### src/rtl/cache_pkg.sv
// Shared geometry, address split, entry types and LFSR seed for the cache tag subsystem
`default_nettype none

package cache_pkg;

    // ----------------------------------------------------------------------
    // Address layout
    // ----------------------------------------------------------------------
    localparam int unsigned ADDR_W   = 32;
    // Byte offset inside one line
    localparam int unsigned OFFSET_W = 4;
    // Set index sits just above the offset
    localparam int unsigned INDEX_W  = 4;
    // Everything above offset and index is tag
    localparam int unsigned TAG_W    = ADDR_W - OFFSET_W - INDEX_W;

    // ----------------------------------------------------------------------
    // Cache geometry
    // ----------------------------------------------------------------------
    localparam int unsigned NUM_SETS   = 1 << INDEX_W;
    localparam int unsigned NUM_WAYS   = 4;
    localparam int unsigned WAY_W      = $clog2(NUM_WAYS);

    // Miss queue depth and its pointer and count widths
    localparam int unsigned MISS_DEPTH = 4;
    localparam int unsigned MISS_PTR_W = $clog2(MISS_DEPTH);
    localparam int unsigned MISS_CNT_W = $clog2(MISS_DEPTH + 1);

    // Replacement LFSR state after reset, must not be all ones
    localparam logic [15:0] LFSR_SEED  = 16'hACE1;

    // One outstanding miss: which set and which line
    typedef struct packed {
        logic [INDEX_W-1:0] index;
        logic [TAG_W-1:0]   tag;
    } miss_entry_t;

    // One way of one set in the tag store
    typedef struct packed {
        logic             valid;
        logic [TAG_W-1:0] tag;
    } tag_entry_t;

endpackage

`default_nettype wire

### src/rtl/miss_if.sv
// Miss entry path from the lookup stage into the miss queue, one strobe per miss
`default_nettype none

interface miss_if import cache_pkg::*; ();

    // Strobe, one entry taken per high cycle
    logic        push;
    // Set and tag of the missed line
    miss_entry_t entry;
    // Queue level, no push allowed while high
    logic        full;

    // Producer side, lookup stage
    modport tag_lookup (
        output push,
        output entry,
        input  full
    );

    // Consumer side, miss queue
    modport miss_fifo (
        input  push,
        input  entry,
        output full
    );

endinterface

`default_nettype wire

### src/rtl/lfsr_16bit.sv
// Pseudo-random victim way selector, steps on enable and names a way one-hot and binary
`default_nettype none

module lfsr_16bit #(
    parameter logic [15:0] SEED  = 16'h0001,
    parameter int unsigned WIDTH = 16
) (
    input  logic                     clk_i,
    input  logic                     rst_ni,
    input  logic                     en,
    output logic [WIDTH-1:0]         refill_way_oh,
    output logic [$clog2(WIDTH)-1:0] refill_way_bin
);

    // ----------------------------------------------------------------------
    // Shift register
    // ----------------------------------------------------------------------
    logic [15:0] state_q;
    logic [15:0] state_d;
    logic        feedback;

    // Inverted XOR of taps 15, 12, 5 and 1
    // All ones is the lockup state with this feedback
    assign feedback = ~(state_q[15] ^ state_q[12] ^ state_q[5] ^ state_q[1]);

    always_comb begin
        state_d = state_q;
        // Shift left, new bit enters at the bottom
        if (en) begin
            state_d = {state_q[14:0], feedback};
        end
    end

    always_ff @(posedge clk_i or negedge rst_ni) begin
        if (!rst_ni) begin
            state_q <= SEED;
        end else begin
            state_q <= state_d;
        end
    end

    // ----------------------------------------------------------------------
    // Way select
    // ----------------------------------------------------------------------
    // Low bits of the current state, before any step at this edge
    assign refill_way_bin = state_q[$clog2(WIDTH)-1:0];

    always_comb begin
        refill_way_oh = '0;
        refill_way_oh[refill_way_bin] = 1'b1;
    end

    // Way number is taken from the 16 state bits
    initial begin
        assert (WIDTH <= 16)
            else $fatal(1, "lfsr_16bit: WIDTH must not exceed 16");
    end

endmodule

`default_nettype wire

### src/rtl/tag_lookup.sv
// Tag store with one-cycle lookup, reports hit or miss and pushes misses to the queue
`default_nettype none

module tag_lookup import cache_pkg::*; (
    input  logic                clk_i,
    input  logic                rst_ni,
    // Lookup request
    input  logic                req_valid,
    input  logic [ADDR_W-1:0]   req_addr,
    // Lookup result, one cycle after the strobe
    output logic                hit,
    output logic [WAY_W-1:0]    hit_way,
    output logic                miss,
    // Miss path to the queue
    miss_if.tag_lookup          miss_port,
    // Write port from the refill unit
    input  logic                tag_we,
    input  logic [INDEX_W-1:0]  tag_set,
    input  logic [NUM_WAYS-1:0] tag_way_oh,
    input  logic [TAG_W-1:0]    tag_tag
);

    // ----------------------------------------------------------------------
    // Tag store
    // ----------------------------------------------------------------------
    // Valid bits are control state and clear on reset
    logic [NUM_SETS-1:0][NUM_WAYS-1:0] valid_q;
    logic [TAG_W-1:0]                  tag_q [NUM_SETS][NUM_WAYS];

    always_ff @(posedge clk_i or negedge rst_ni) begin
        if (!rst_ni) begin
            valid_q <= '0;
        end else if (tag_we) begin
            valid_q[tag_set] <= valid_q[tag_set] | tag_way_oh;
        end
    end

    // Tag bits only change on a refill write
    always_ff @(posedge clk_i) begin
        for (int w = 0; w < NUM_WAYS; w++) begin
            if (tag_we && tag_way_oh[w]) begin
                tag_q[tag_set][w] <= tag_tag;
            end
        end
    end

    // ----------------------------------------------------------------------
    // Compare
    // ----------------------------------------------------------------------
    logic [INDEX_W-1:0]  req_index;
    logic [TAG_W-1:0]    req_tag;
    tag_entry_t          set_entries [NUM_WAYS];
    logic [NUM_WAYS-1:0] match;
    logic [WAY_W-1:0]    match_way;
    logic                hit_any;

    assign req_index = req_addr[OFFSET_W +: INDEX_W];
    assign req_tag   = req_addr[ADDR_W-1 -: TAG_W];

    // All ways of the indexed set in parallel, store as it stood before this edge
    always_comb begin
        for (int w = 0; w < NUM_WAYS; w++) begin
            set_entries[w].valid = valid_q[req_index][w];
            set_entries[w].tag   = tag_q[req_index][w];
            match[w] = set_entries[w].valid && (set_entries[w].tag == req_tag);
        end
    end

    // Lowest matching way wins, scan downward so the last write is the lowest
    always_comb begin
        match_way = '0;
        for (int w = NUM_WAYS - 1; w >= 0; w--) begin
            if (match[w]) begin
                match_way = WAY_W'(w);
            end
        end
    end

    assign hit_any = |match;

    // ----------------------------------------------------------------------
    // Result registers
    // ----------------------------------------------------------------------
    logic             hit_q;
    logic             miss_q;
    logic [WAY_W-1:0] hit_way_q;
    miss_entry_t      entry_q;

    always_ff @(posedge clk_i or negedge rst_ni) begin
        if (!rst_ni) begin
            hit_q     <= 1'b0;
            miss_q    <= 1'b0;
            hit_way_q <= '0;
        end else begin
            hit_q     <= req_valid && hit_any;
            miss_q    <= req_valid && !hit_any;
            hit_way_q <= match_way;
        end
    end

    // Missed line captured alongside the result
    always_ff @(posedge clk_i) begin
        if (req_valid) begin
            entry_q.index <= req_index;
            entry_q.tag   <= req_tag;
        end
    end

    assign hit     = hit_q;
    assign hit_way = hit_way_q;
    assign miss    = miss_q;

    // Miss pushes in the same cycle it is reported, enters the queue next edge
    assign miss_port.push  = miss_q;
    assign miss_port.entry = entry_q;

    // Caller back-pressure must keep the queue from overflowing
    assert property (@(posedge clk_i) disable iff (!rst_ni)
        miss_port.push |-> !miss_port.full)
        else $error("tag_lookup: miss pushed while queue full");

endmodule

`default_nettype wire

### src/rtl/miss_fifo.sv
// Circular queue of outstanding misses, pushed through miss_if and popped by the refill unit
`default_nettype none

module miss_fifo import cache_pkg::*; #(
    parameter type payload_t = logic
) (
    input  logic     clk_i,
    input  logic     rst_ni,
    // Push side with full level
    miss_if.miss_fifo in_port,
    // Pop side
    input  logic     pop,
    output logic     empty,
    output payload_t head
);

    // ----------------------------------------------------------------------
    // Storage and pointers
    // ----------------------------------------------------------------------
    payload_t              mem_q [MISS_DEPTH];
    logic [MISS_PTR_W-1:0] wr_ptr_q;
    logic [MISS_PTR_W-1:0] rd_ptr_q;
    logic [MISS_CNT_W-1:0] count_q;

    // Entry storage holds payload only
    always_ff @(posedge clk_i) begin
        if (in_port.push) begin
            mem_q[wr_ptr_q] <= in_port.entry;
        end
    end

    always_ff @(posedge clk_i or negedge rst_ni) begin
        if (!rst_ni) begin
            wr_ptr_q <= '0;
            rd_ptr_q <= '0;
            count_q  <= '0;
        end else begin
            // Pointers wrap at the last slot, depth need not be a power of two
            if (in_port.push) begin
                if (wr_ptr_q == MISS_PTR_W'(MISS_DEPTH - 1)) begin
                    wr_ptr_q <= '0;
                end else begin
                    wr_ptr_q <= wr_ptr_q + 1'b1;
                end
            end
            if (pop) begin
                if (rd_ptr_q == MISS_PTR_W'(MISS_DEPTH - 1)) begin
                    rd_ptr_q <= '0;
                end else begin
                    rd_ptr_q <= rd_ptr_q + 1'b1;
                end
            end
            // Occupancy
            case ({in_port.push, pop})
                2'b10:   count_q <= count_q + 1'b1;
                2'b01:   count_q <= count_q - 1'b1;
                default: count_q <= count_q;
            endcase
        end
    end

    // ----------------------------------------------------------------------
    // Levels and head
    // ----------------------------------------------------------------------
    assign empty        = (count_q == '0);
    assign in_port.full = (count_q == MISS_CNT_W'(MISS_DEPTH));
    // Oldest entry, valid while empty is low
    assign head         = mem_q[rd_ptr_q];

    // Producer is the lookup stage, it must respect full
    assert property (@(posedge clk_i) disable iff (!rst_ni)
        in_port.push |-> !in_port.full)
        else $error("miss_fifo: push while full");

    // Refill unit only pops a queue that holds an entry
    assert property (@(posedge clk_i) disable iff (!rst_ni)
        pop |-> !empty)
        else $error("miss_fifo: pop while empty");

endmodule

`default_nettype wire

### src/rtl/refill_unit.sv
// Refill controller that drains the miss queue and writes each tag into the LFSR-chosen way
`default_nettype none

module refill_unit import cache_pkg::*; (
    input  logic                clk_i,
    input  logic                rst_ni,
    // Miss queue side
    input  logic                empty,
    input  miss_entry_t         head,
    output logic                pop,
    // Tag store write port
    output logic                tag_we,
    output logic [INDEX_W-1:0]  tag_set,
    output logic [NUM_WAYS-1:0] tag_way_oh,
    output logic [TAG_W-1:0]    tag_tag,
    // Refill report
    output logic                refill_valid,
    output logic [WAY_W-1:0]    refill_way
);

    // ----------------------------------------------------------------------
    // Controller
    // ----------------------------------------------------------------------
    typedef enum logic {
        IDLE,
        WRITE
    } state_e;

    state_e      state_q;
    state_e      state_d;
    miss_entry_t entry_q;

    // Pop when idle and the queue holds something
    assign pop = (state_q == IDLE) && !empty;

    always_comb begin
        state_d = state_q;
        case (state_q)
            IDLE: begin
                if (!empty) begin
                    state_d = WRITE;
                end
            end
            // Write lasts exactly one cycle
            WRITE: begin
                state_d = IDLE;
            end
            default: begin
                state_d = IDLE;
            end
        endcase
    end

    always_ff @(posedge clk_i or negedge rst_ni) begin
        if (!rst_ni) begin
            state_q <= IDLE;
        end else begin
            state_q <= state_d;
        end
    end

    // Head is captured on the pop edge before the queue moves on
    always_ff @(posedge clk_i) begin
        if (pop) begin
            entry_q <= head;
        end
    end

    // ----------------------------------------------------------------------
    // Victim selection and write
    // ----------------------------------------------------------------------
    logic [NUM_WAYS-1:0] victim_oh;
    logic [WAY_W-1:0]    victim_bin;

    // Steps on the write edge so this write uses the state before the step
    lfsr_16bit #(
        .SEED  (LFSR_SEED),
        .WIDTH (NUM_WAYS)
    ) i_lfsr (
        .clk_i          (clk_i),
        .rst_ni         (rst_ni),
        .en             (tag_we),
        .refill_way_oh  (victim_oh),
        .refill_way_bin (victim_bin)
    );

    assign tag_we       = (state_q == WRITE);
    assign tag_set      = entry_q.index;
    assign tag_tag      = entry_q.tag;
    assign tag_way_oh   = victim_oh;
    // Report pulse coincides with the store write
    assign refill_valid = tag_we;
    assign refill_way   = victim_bin;

    // Popped entry was written into the queue before
    assert property (@(posedge clk_i) disable iff (!rst_ni)
        pop |-> !$isunknown(head))
        else $error("refill_unit: pop of an unwritten queue entry");

endmodule

`default_nettype wire

### src/rtl/cache_tag_top.sv
// Top level of the cache tag subsystem, lookup, miss queue and refill on plain ports
`default_nettype none

module cache_tag_top import cache_pkg::*; (
    input  logic               clk_i,
    input  logic               rst_ni,
    // Lookup request and result
    input  logic               req_valid,
    input  logic [ADDR_W-1:0]  req_addr,
    output logic               hit,
    output logic [WAY_W-1:0]   hit_way,
    output logic               miss,
    // Caller holds off requests while high
    output logic               miss_full,
    // Refill completion
    output logic               refill_valid,
    output logic [INDEX_W-1:0] refill_set,
    output logic [WAY_W-1:0]   refill_way
);

    // ----------------------------------------------------------------------
    // Internal wiring
    // ----------------------------------------------------------------------
    miss_if miss_bus ();

    logic                fifo_empty;
    miss_entry_t         fifo_head;
    logic                fifo_pop;
    logic                tag_we;
    logic [INDEX_W-1:0]  tag_set;
    logic [NUM_WAYS-1:0] tag_way_oh;
    logic [TAG_W-1:0]    tag_tag;

    assign miss_full  = miss_bus.full;
    assign refill_set = tag_set;

    tag_lookup i_lookup (
        .clk_i (clk_i), .rst_ni (rst_ni),
        .req_valid (req_valid), .req_addr (req_addr),
        .hit (hit), .hit_way (hit_way), .miss (miss),
        .miss_port (miss_bus.tag_lookup),
        .tag_we (tag_we), .tag_set (tag_set),
        .tag_way_oh (tag_way_oh), .tag_tag (tag_tag)
    );

    // Queue payload is the miss entry
    miss_fifo #(
        .payload_t (miss_entry_t)
    ) i_fifo (
        .clk_i (clk_i), .rst_ni (rst_ni),
        .in_port (miss_bus.miss_fifo),
        .pop (fifo_pop), .empty (fifo_empty), .head (fifo_head)
    );

    refill_unit i_refill (
        .clk_i (clk_i), .rst_ni (rst_ni),
        .empty (fifo_empty), .head (fifo_head), .pop (fifo_pop),
        .tag_we (tag_we), .tag_set (tag_set),
        .tag_way_oh (tag_way_oh), .tag_tag (tag_tag),
        .refill_valid (refill_valid), .refill_way (refill_way)
    );

endmodule

`default_nettype wire

### config.mk
export PLATFORM = sky130hd
export DESIGN_NAME = cache_tag_top
export DESIGN_NICKNAME = d
export VERILOG_FILES = /design/src/rtl/cache_pkg.sv /design/src/rtl/miss_if.sv /design/src/rtl/lfsr_16bit.sv /design/src/rtl/tag_lookup.sv /design/src/rtl/miss_fifo.sv /design/src/rtl/refill_unit.sv /design/src/rtl/cache_tag_top.sv
export SDC_FILE = /design/constraint.sdc
export NUM_CORES = 1
export LEC_CHECK = 0
export BUFFER_PORTS_ARGS = -buffer_cell sky130_fd_sc_hd__buf_2
export CORE_MARGIN = 1.5
export CORE_UTILIZATION = 50
export CTS_CLUSTER_SIZE = 8
export DETAILED_ROUTE_END_ITERATION = 8
export GPL_ROUTABILITY_DRIVEN = 0
export PLACE_DENSITY = 0.63
export SLEW_MARGIN = 10
export SYNTH_ARGS = -nofsm -noshare
export SYNTH_HDL_FRONTEND = slang
export SYNTH_SLANG_ARGS = --single-unit
export TNS_END_PERCENT = 10
### constraint.sdc
create_clock -name clk_i -period 5.9 [get_ports clk_i]
set_clock_uncertainty 0.05 [all_clocks]
set_input_delay 1.475 -clock clk_i [delete_from_list [all_inputs] [get_ports clk_i]]
set_output_delay 1.475 -clock clk_i [all_outputs]
set_load 0.05 [all_outputs]
== Word-level counts from Yosys, hierarchy flattened ==
Memories as Yosys holds them, arrays and structs flattened. A register that Yosys moved wholly into a read port is not among the register bits.
Cells that the tools add are included.
Widths: inputs -> output; s select.
Cells by class
  add/sub/neg operators: 4
  $mul: 0
  div/mod/pow operators: 0
  $lt $le $gt $ge: 5
  eq/ne operators: 9
  shift-type cells: 0
  muxes and demuxes: 28
  bitwise gates (word level): 6
  reductions and logical operators: 18
Operators with widths (number)
  $eq 24x24->1: 4
  $bwmux 64: 1
  $bmux 4 s4: 2
  $demux 4 s4: 1
  $logic_and 1x1->1: 13
  $mux 1: 12
  $mux 2: 6
  $mux 4: 3
  $lt 4x5->1 const B: 2
  $eq 2x2->1 const B: 3
  $pmux 3 s2: 1
  $add 2x1->2 const B: 2
  $ge 4x1->1 const B: 1
  $or 4x4->4: 1
  $reduce_or 4->1: 1
  $add 3x1->3 const B: 1
  $eq 3x3->1 const B: 1
  $logic_not 3->1: 1
  $lt 2x3->1 const B: 1
  $sub 3x1->3 const B: 1
  $xor 1x1->1: 3
  $demux 1 s2: 1
  $eq 2x1->1 const B: 1
  $ge 2x1->1 const B: 1
  4 further kinds: 6
Word-level totals
  register bits: 120
  latch bits: 0
  bits in writable memories: 1648
  bits in read-only memories: 0
  output and inout port bits: 12
  memories kept: 2
Memory list
  i_lookup.tag_q: depth 16, width 96, read ports 1, clocked after memory_dff 0, wr ports 1, line tag_lookup.sv:28  | logic [TAG_W-1:0] tag_q [NUM_SETS][NUM_WAYS];
  i_fifo.mem_q: depth 4, width 28, read ports 1, clocked after memory_dff 1, wr ports 1, line miss_fifo.sv:20  | payload_t mem_q [MISS_DEPTH];

== Logic depth before layout (Yosys ltp) ==
  depth in word-level cells: 7
  mapped depth: 16

== Cells and area by module ==
Synthesis repeated with hierarchy kept, for this count alone.
Unflattened totals
  cells, all modules: 3207
  area, all modules: 70699.1 um^2
By module, submodules not included
  tag_lookup: times used 1, cells an instance 2949, area each 64678.3 um^2
  miss_fifo: times used 1, cells an instance 184, area each 4460.5 um^2
  refill_unit: times used 1, cells an instance 31, area each 877.1 um^2
  lfsr_16bit: times used 1, cells an instance 43, area each 683.2 um^2

== Least setup slack after synthesis ==
No wires, ideal clock.
  path type: input to register
  start: in req_addr[6]
  end: reg i_lookup.hit_q (netlist: i_lookup.hit)
  library setup time: 66 ps
  arrival: 4105 ps
  data required time: 5784 ps
  path slack: 1679 ps
  stages: 14
  path buffers: 6
  cells stage by stage: buf_6 -> buf_4 -> buf_6 -> buf_2 -> buf_2 -> buf_2 -> mux4_2 -> a221oi_1 -> xnor2_1 -> nand4_1 -> nor4b_1 -> nand4_1 -> nand4_1 -> and2_1
Between the ends
  cells in the longest elaborated chain, start to end: 5
  elaborated cells on any way between the ends: 13
  classes of those cells: eq/ne (4); mux (2); reduce/logical (6); memory (1)
RTL lines
  start, declared: line cache_tag_top.sv:9  | input logic [ADDR_W-1:0] req_addr,
  $mem_v2 16x96 or $bmux 4 s4 (tied branches)
  $eq 24x24->1 or $mux 4 (tied branches): line tag_lookup.sv:65, tag_lookup.sv:63
  $logic_and 1x1->1: line tag_lookup.sv:65  | match[w] = set_entries[w].valid && (set_entries[w].tag == req_tag);
  $reduce_or 4->1 (*): line tag_lookup.sv:79  | assign hit_any = |match;
  $logic_and 1x1->1 (*): line tag_lookup.sv:95  | hit_q <= req_valid && hit_any;
  end signal, assigned: line tag_lookup.sv:95
  end, declared: line tag_lookup.sv:84  | logic hit_q;
Every way passes the cells marked *; elsewhere a longest branch is shown, timed or not. The select of a mux whose other input is x is not followed.
A chain may end at the register's enable or synchronous reset.

== Worst setup path after layout ==
  start: in req_addr[5]
  end: reg i_lookup.hit_q (netlist: i_lookup.hit)
The elaborated chain is that of the path after synthesis.

==> metrics.cfg <==
[status]
status=finished, final reports clean

[cts]
insertion_delay_ns=0.88
clock_tree.root_cell=clkbuf_16
h-tree-depth=5
cts_tree=yes
numClockSinks=1796
path_clk_slew_ns=0.05
cts-buffers-inserted=274
ctsHoldBuffers=0
post_cts_buffers=0
clock_path_buffers=4
cts_resized=0

[die]
start_util_pct=50.6
placeableCoreArea_um2=140000
die_w_um=379
ioPinCount=47
rows=137
dieArea_um2=144000
die_y_um=379

[pwr]
ir_worst_vdd_uv=426
power_leakage_nw=26.9
power.density_nw_per_um2=450
total_power_mw=36.6

[drt]
drt-wirelength-per-cell_um=34.2
firstDrtPassIters=6
viasPerCell=6.41
drc=0
first_iter_violations=4466
vias=35500
totalWireLength_um=190000
ant_nets=0

[timing]
tightest_slew_ns=1.24
slew_headroom_pct=17.0
fin_crit_ns=4.54
drv_slew=0
fin_hold_ws_ns=0.433
finalCritPeriodShare_pct=77.0
fin_tns_setup_ns=0
rsz0062_at_grt=no
fin_ws_ns=1.36
hold_violations=0
fmax_mhz=220
setup_viol=0

[final_layout]
final_cell_mix=1704 x edfxtp_1, 374 x mux4_2, 285 x clkbuf_16
areaGrowthSynthToFinish_pct=14.9
final_common_cell=edfxtp_1
drive_gt1_share_pct=28.3
nFillCells=10000
post-route-util_pct=58.1
instances_no_fill=5545
nets=3660
fin_area_um2=81400

[global_route]
grt_max_degree=65
grt_pass1_vias=36100
grt_pass1_wl_um=267000
grt_overflow=0
antenna_found_initial=4
grt_use_total_pct=26.7

[critical_path]
cpPeakStageDelay_ns=0.55
rrSetupSlack_ns=2.10
cp-start-kind=primary input
path_common_cell=nand4_1
crit_family=buffers and inverters
path_cells=buf_8, buf_12, mux4_2, mux2i_1, mux2i_1, xnor2_1, nand4_1, nor4_1, nand4_1, buf_4, nand4_1, buf_4, and2_1
crit_path_end_kind=flop
cp_num_buf_inv=4
crit_arrival_ns=5.27
path_class=in2reg
required_ns=6.63
cp_max_fo=63
cp_slowest_cell=buf_8

[synth]
async_flop_share_pct=5.12
ys_ff_latch=1796
synthCells=3335
synth_top_family_by_area=multiplexers
muxShareOfSynthArea_pct=17.3
ys_warn_count=0
synth.distinct_cells=67
synth.net_count=3377
synth-simple-area-share_pct=1.78
synth_xor_area_share_pct=1.79
synth.cell_area_um2=70800
syn_area_per_cell_um2=21.2
seq_area_frac_synth_pct=75.5
synth_compound_area_share_pct=1.91
synth-edff-count=1704
yosys_most_used_dff=edfxtp_1
synthAdderAreaFrac_pct=0.134

[place]
place_area_um2=74100
post-place-cells=5218
pre_cts_ws_ns=0.586
dpl.hpwl_um=105000
io_buffers=42

[run]
cap_viol_max_count=0

[worst_hold_path]
hold_class=reg2reg

layout make-up:
class / count / area [µm²] / area share, %
Antenna cell: 1 / 2.50 / 0.00307
Timing Repair Buffer: 196 / 1610 / 1.98
Multi-Input combinational cell: 1336 / 16600 / 20.4
Tap cell: 1876 / 2350 / 2.88
Clock inverter: 2 / 13.8 / 0.0169
Clock buffer: 324 / 7280 / 8.94
Inverter: 14 / 53.8 / 0.0661
Sequential cell: 1796 / 53500 / 65.7
power by group:
part	switching (mW)	internal, mW	leakage (nW)
Combinational	4.19	1.64	6.85
Clock	5.01	8.49	3.57
Sequential	0.514	16.8	16.5
Total	9.71	26.9	26.9
sequential cells by signal, summed over array words and instances, names as in the netlist, 2 cells and up:
signal / flops
i_fifo.mem_q: 112
i_lookup.tag_q: 1536
i_fifo.wr_ptr_q: 2
i_refill.tag_set: 4
i_refill.i_lfsr.state_q: 16
i_refill.tag_tag: 24
i_fifo.count_q: 3
i_lookup.miss_port.entry: 28
i_lookup.valid_q: 64
i_lookup.hit_way: 2
i_fifo.rd_ptr_q: 2
final timing paths:
check / from / to / depth (start not counted)
setup / recovery: req_addr[5] / i_lookup.hit / 13
hold / removal: i_lookup.miss_port.entry[20] / i_fifo.mem_q[1][20] / 0
setup reg to reg: i_refill.tag_set[3] / i_lookup.tag_q[3][81] / 3
hold reg to reg: i_lookup.miss_port.entry[20] / i_fifo.mem_q[1][20] / 0
max in group asynchronous: rst_ni / i_lookup.valid_q[18] / 2
min in group asynchronous: rst_ni / i_fifo.rd_ptr_q[1] / 1
cells by family (layout without fill, tap and decap cells):
kind of cell / count (synthesis) / count (layout)
adders and majority gates: 7 / 7
other: 0 / 1
muxes: 733 / 733
and+or+nand+nor: 267 / 267
buffers and inverters: 203 / 536
AOI/OAI and AO/OA: 184 / 184
xor gates and xnor gates: 145 / 145
DFF: 1796 / 1796
synthesized netlist by cell type, drive strengths merged (2+ instances only):
| cell type | count | area share [%] |
|---|---|---|
| dfrtp | 84 | 3.0 |
| mux2i | 257 | 3.6 |
| nor4 | 11 | 0.097 |
| nand3 | 16 | 0.11 |
| or2 | 3 | 0.026 |
| nor3 | 15 | 0.11 |
| nor2b | 13 | 0.11 |
| a31oi | 7 | 0.062 |
| a221oi | 30 | 0.37 |
| clkbuf | 55 | 0.31 |
| a211oi | 5 | 0.053 |
| ha | 6 | 0.11 |
| xor2 | 68 | 0.84 |
| or3 | 3 | 0.026 |
| a22o | 19 | 0.23 |
| dfstp | 8 | 0.30 |
| o21ai | 26 | 0.18 |
| a211o | 2 | 0.025 |
| a21oi | 12 | 0.085 |
| and2 | 10 | 0.090 |
| o22a | 2 | 0.025 |
| inv | 14 | 0.074 |
| xnor2 | 77 | 0.95 |
| nand2 | 61 | 0.32 |
| buf | 134 | 1.2 |
| and2b | 2 | 0.025 |
| o22ai | 16 | 0.14 |
| mux2 | 95 | 1.5 |
| and3 | 6 | 0.055 |
| nor2 | 96 | 0.51 |
| edfxtp | 1704 | 72 |
| a2111oi | 5 | 0.062 |
| nand2b | 13 | 0.11 |
| o221ai | 2 | 0.025 |
| o211ai | 2 | 0.021 |
| a32o | 2 | 0.028 |
| a21o | 3 | 0.032 |
| mux4 | 381 | 12 |
| nand4 | 12 | 0.11 |
| nor3b | 3 | 0.032 |
| a22oi | 39 | 0.41 |
routing by layer:
layer | part of all wire (%) | global-route usage, % | routed length, µm
met3 | 8.9 | 5.05 | 16900
met5 | 0 | 0 | 0
met1 | 39 | 37.4 | 74700
met2 | 48 | 41.8 | 90800
met4 | 3.8 | 10.6 | 7210
Note: power is estimated with default switching activity, not from simulation.
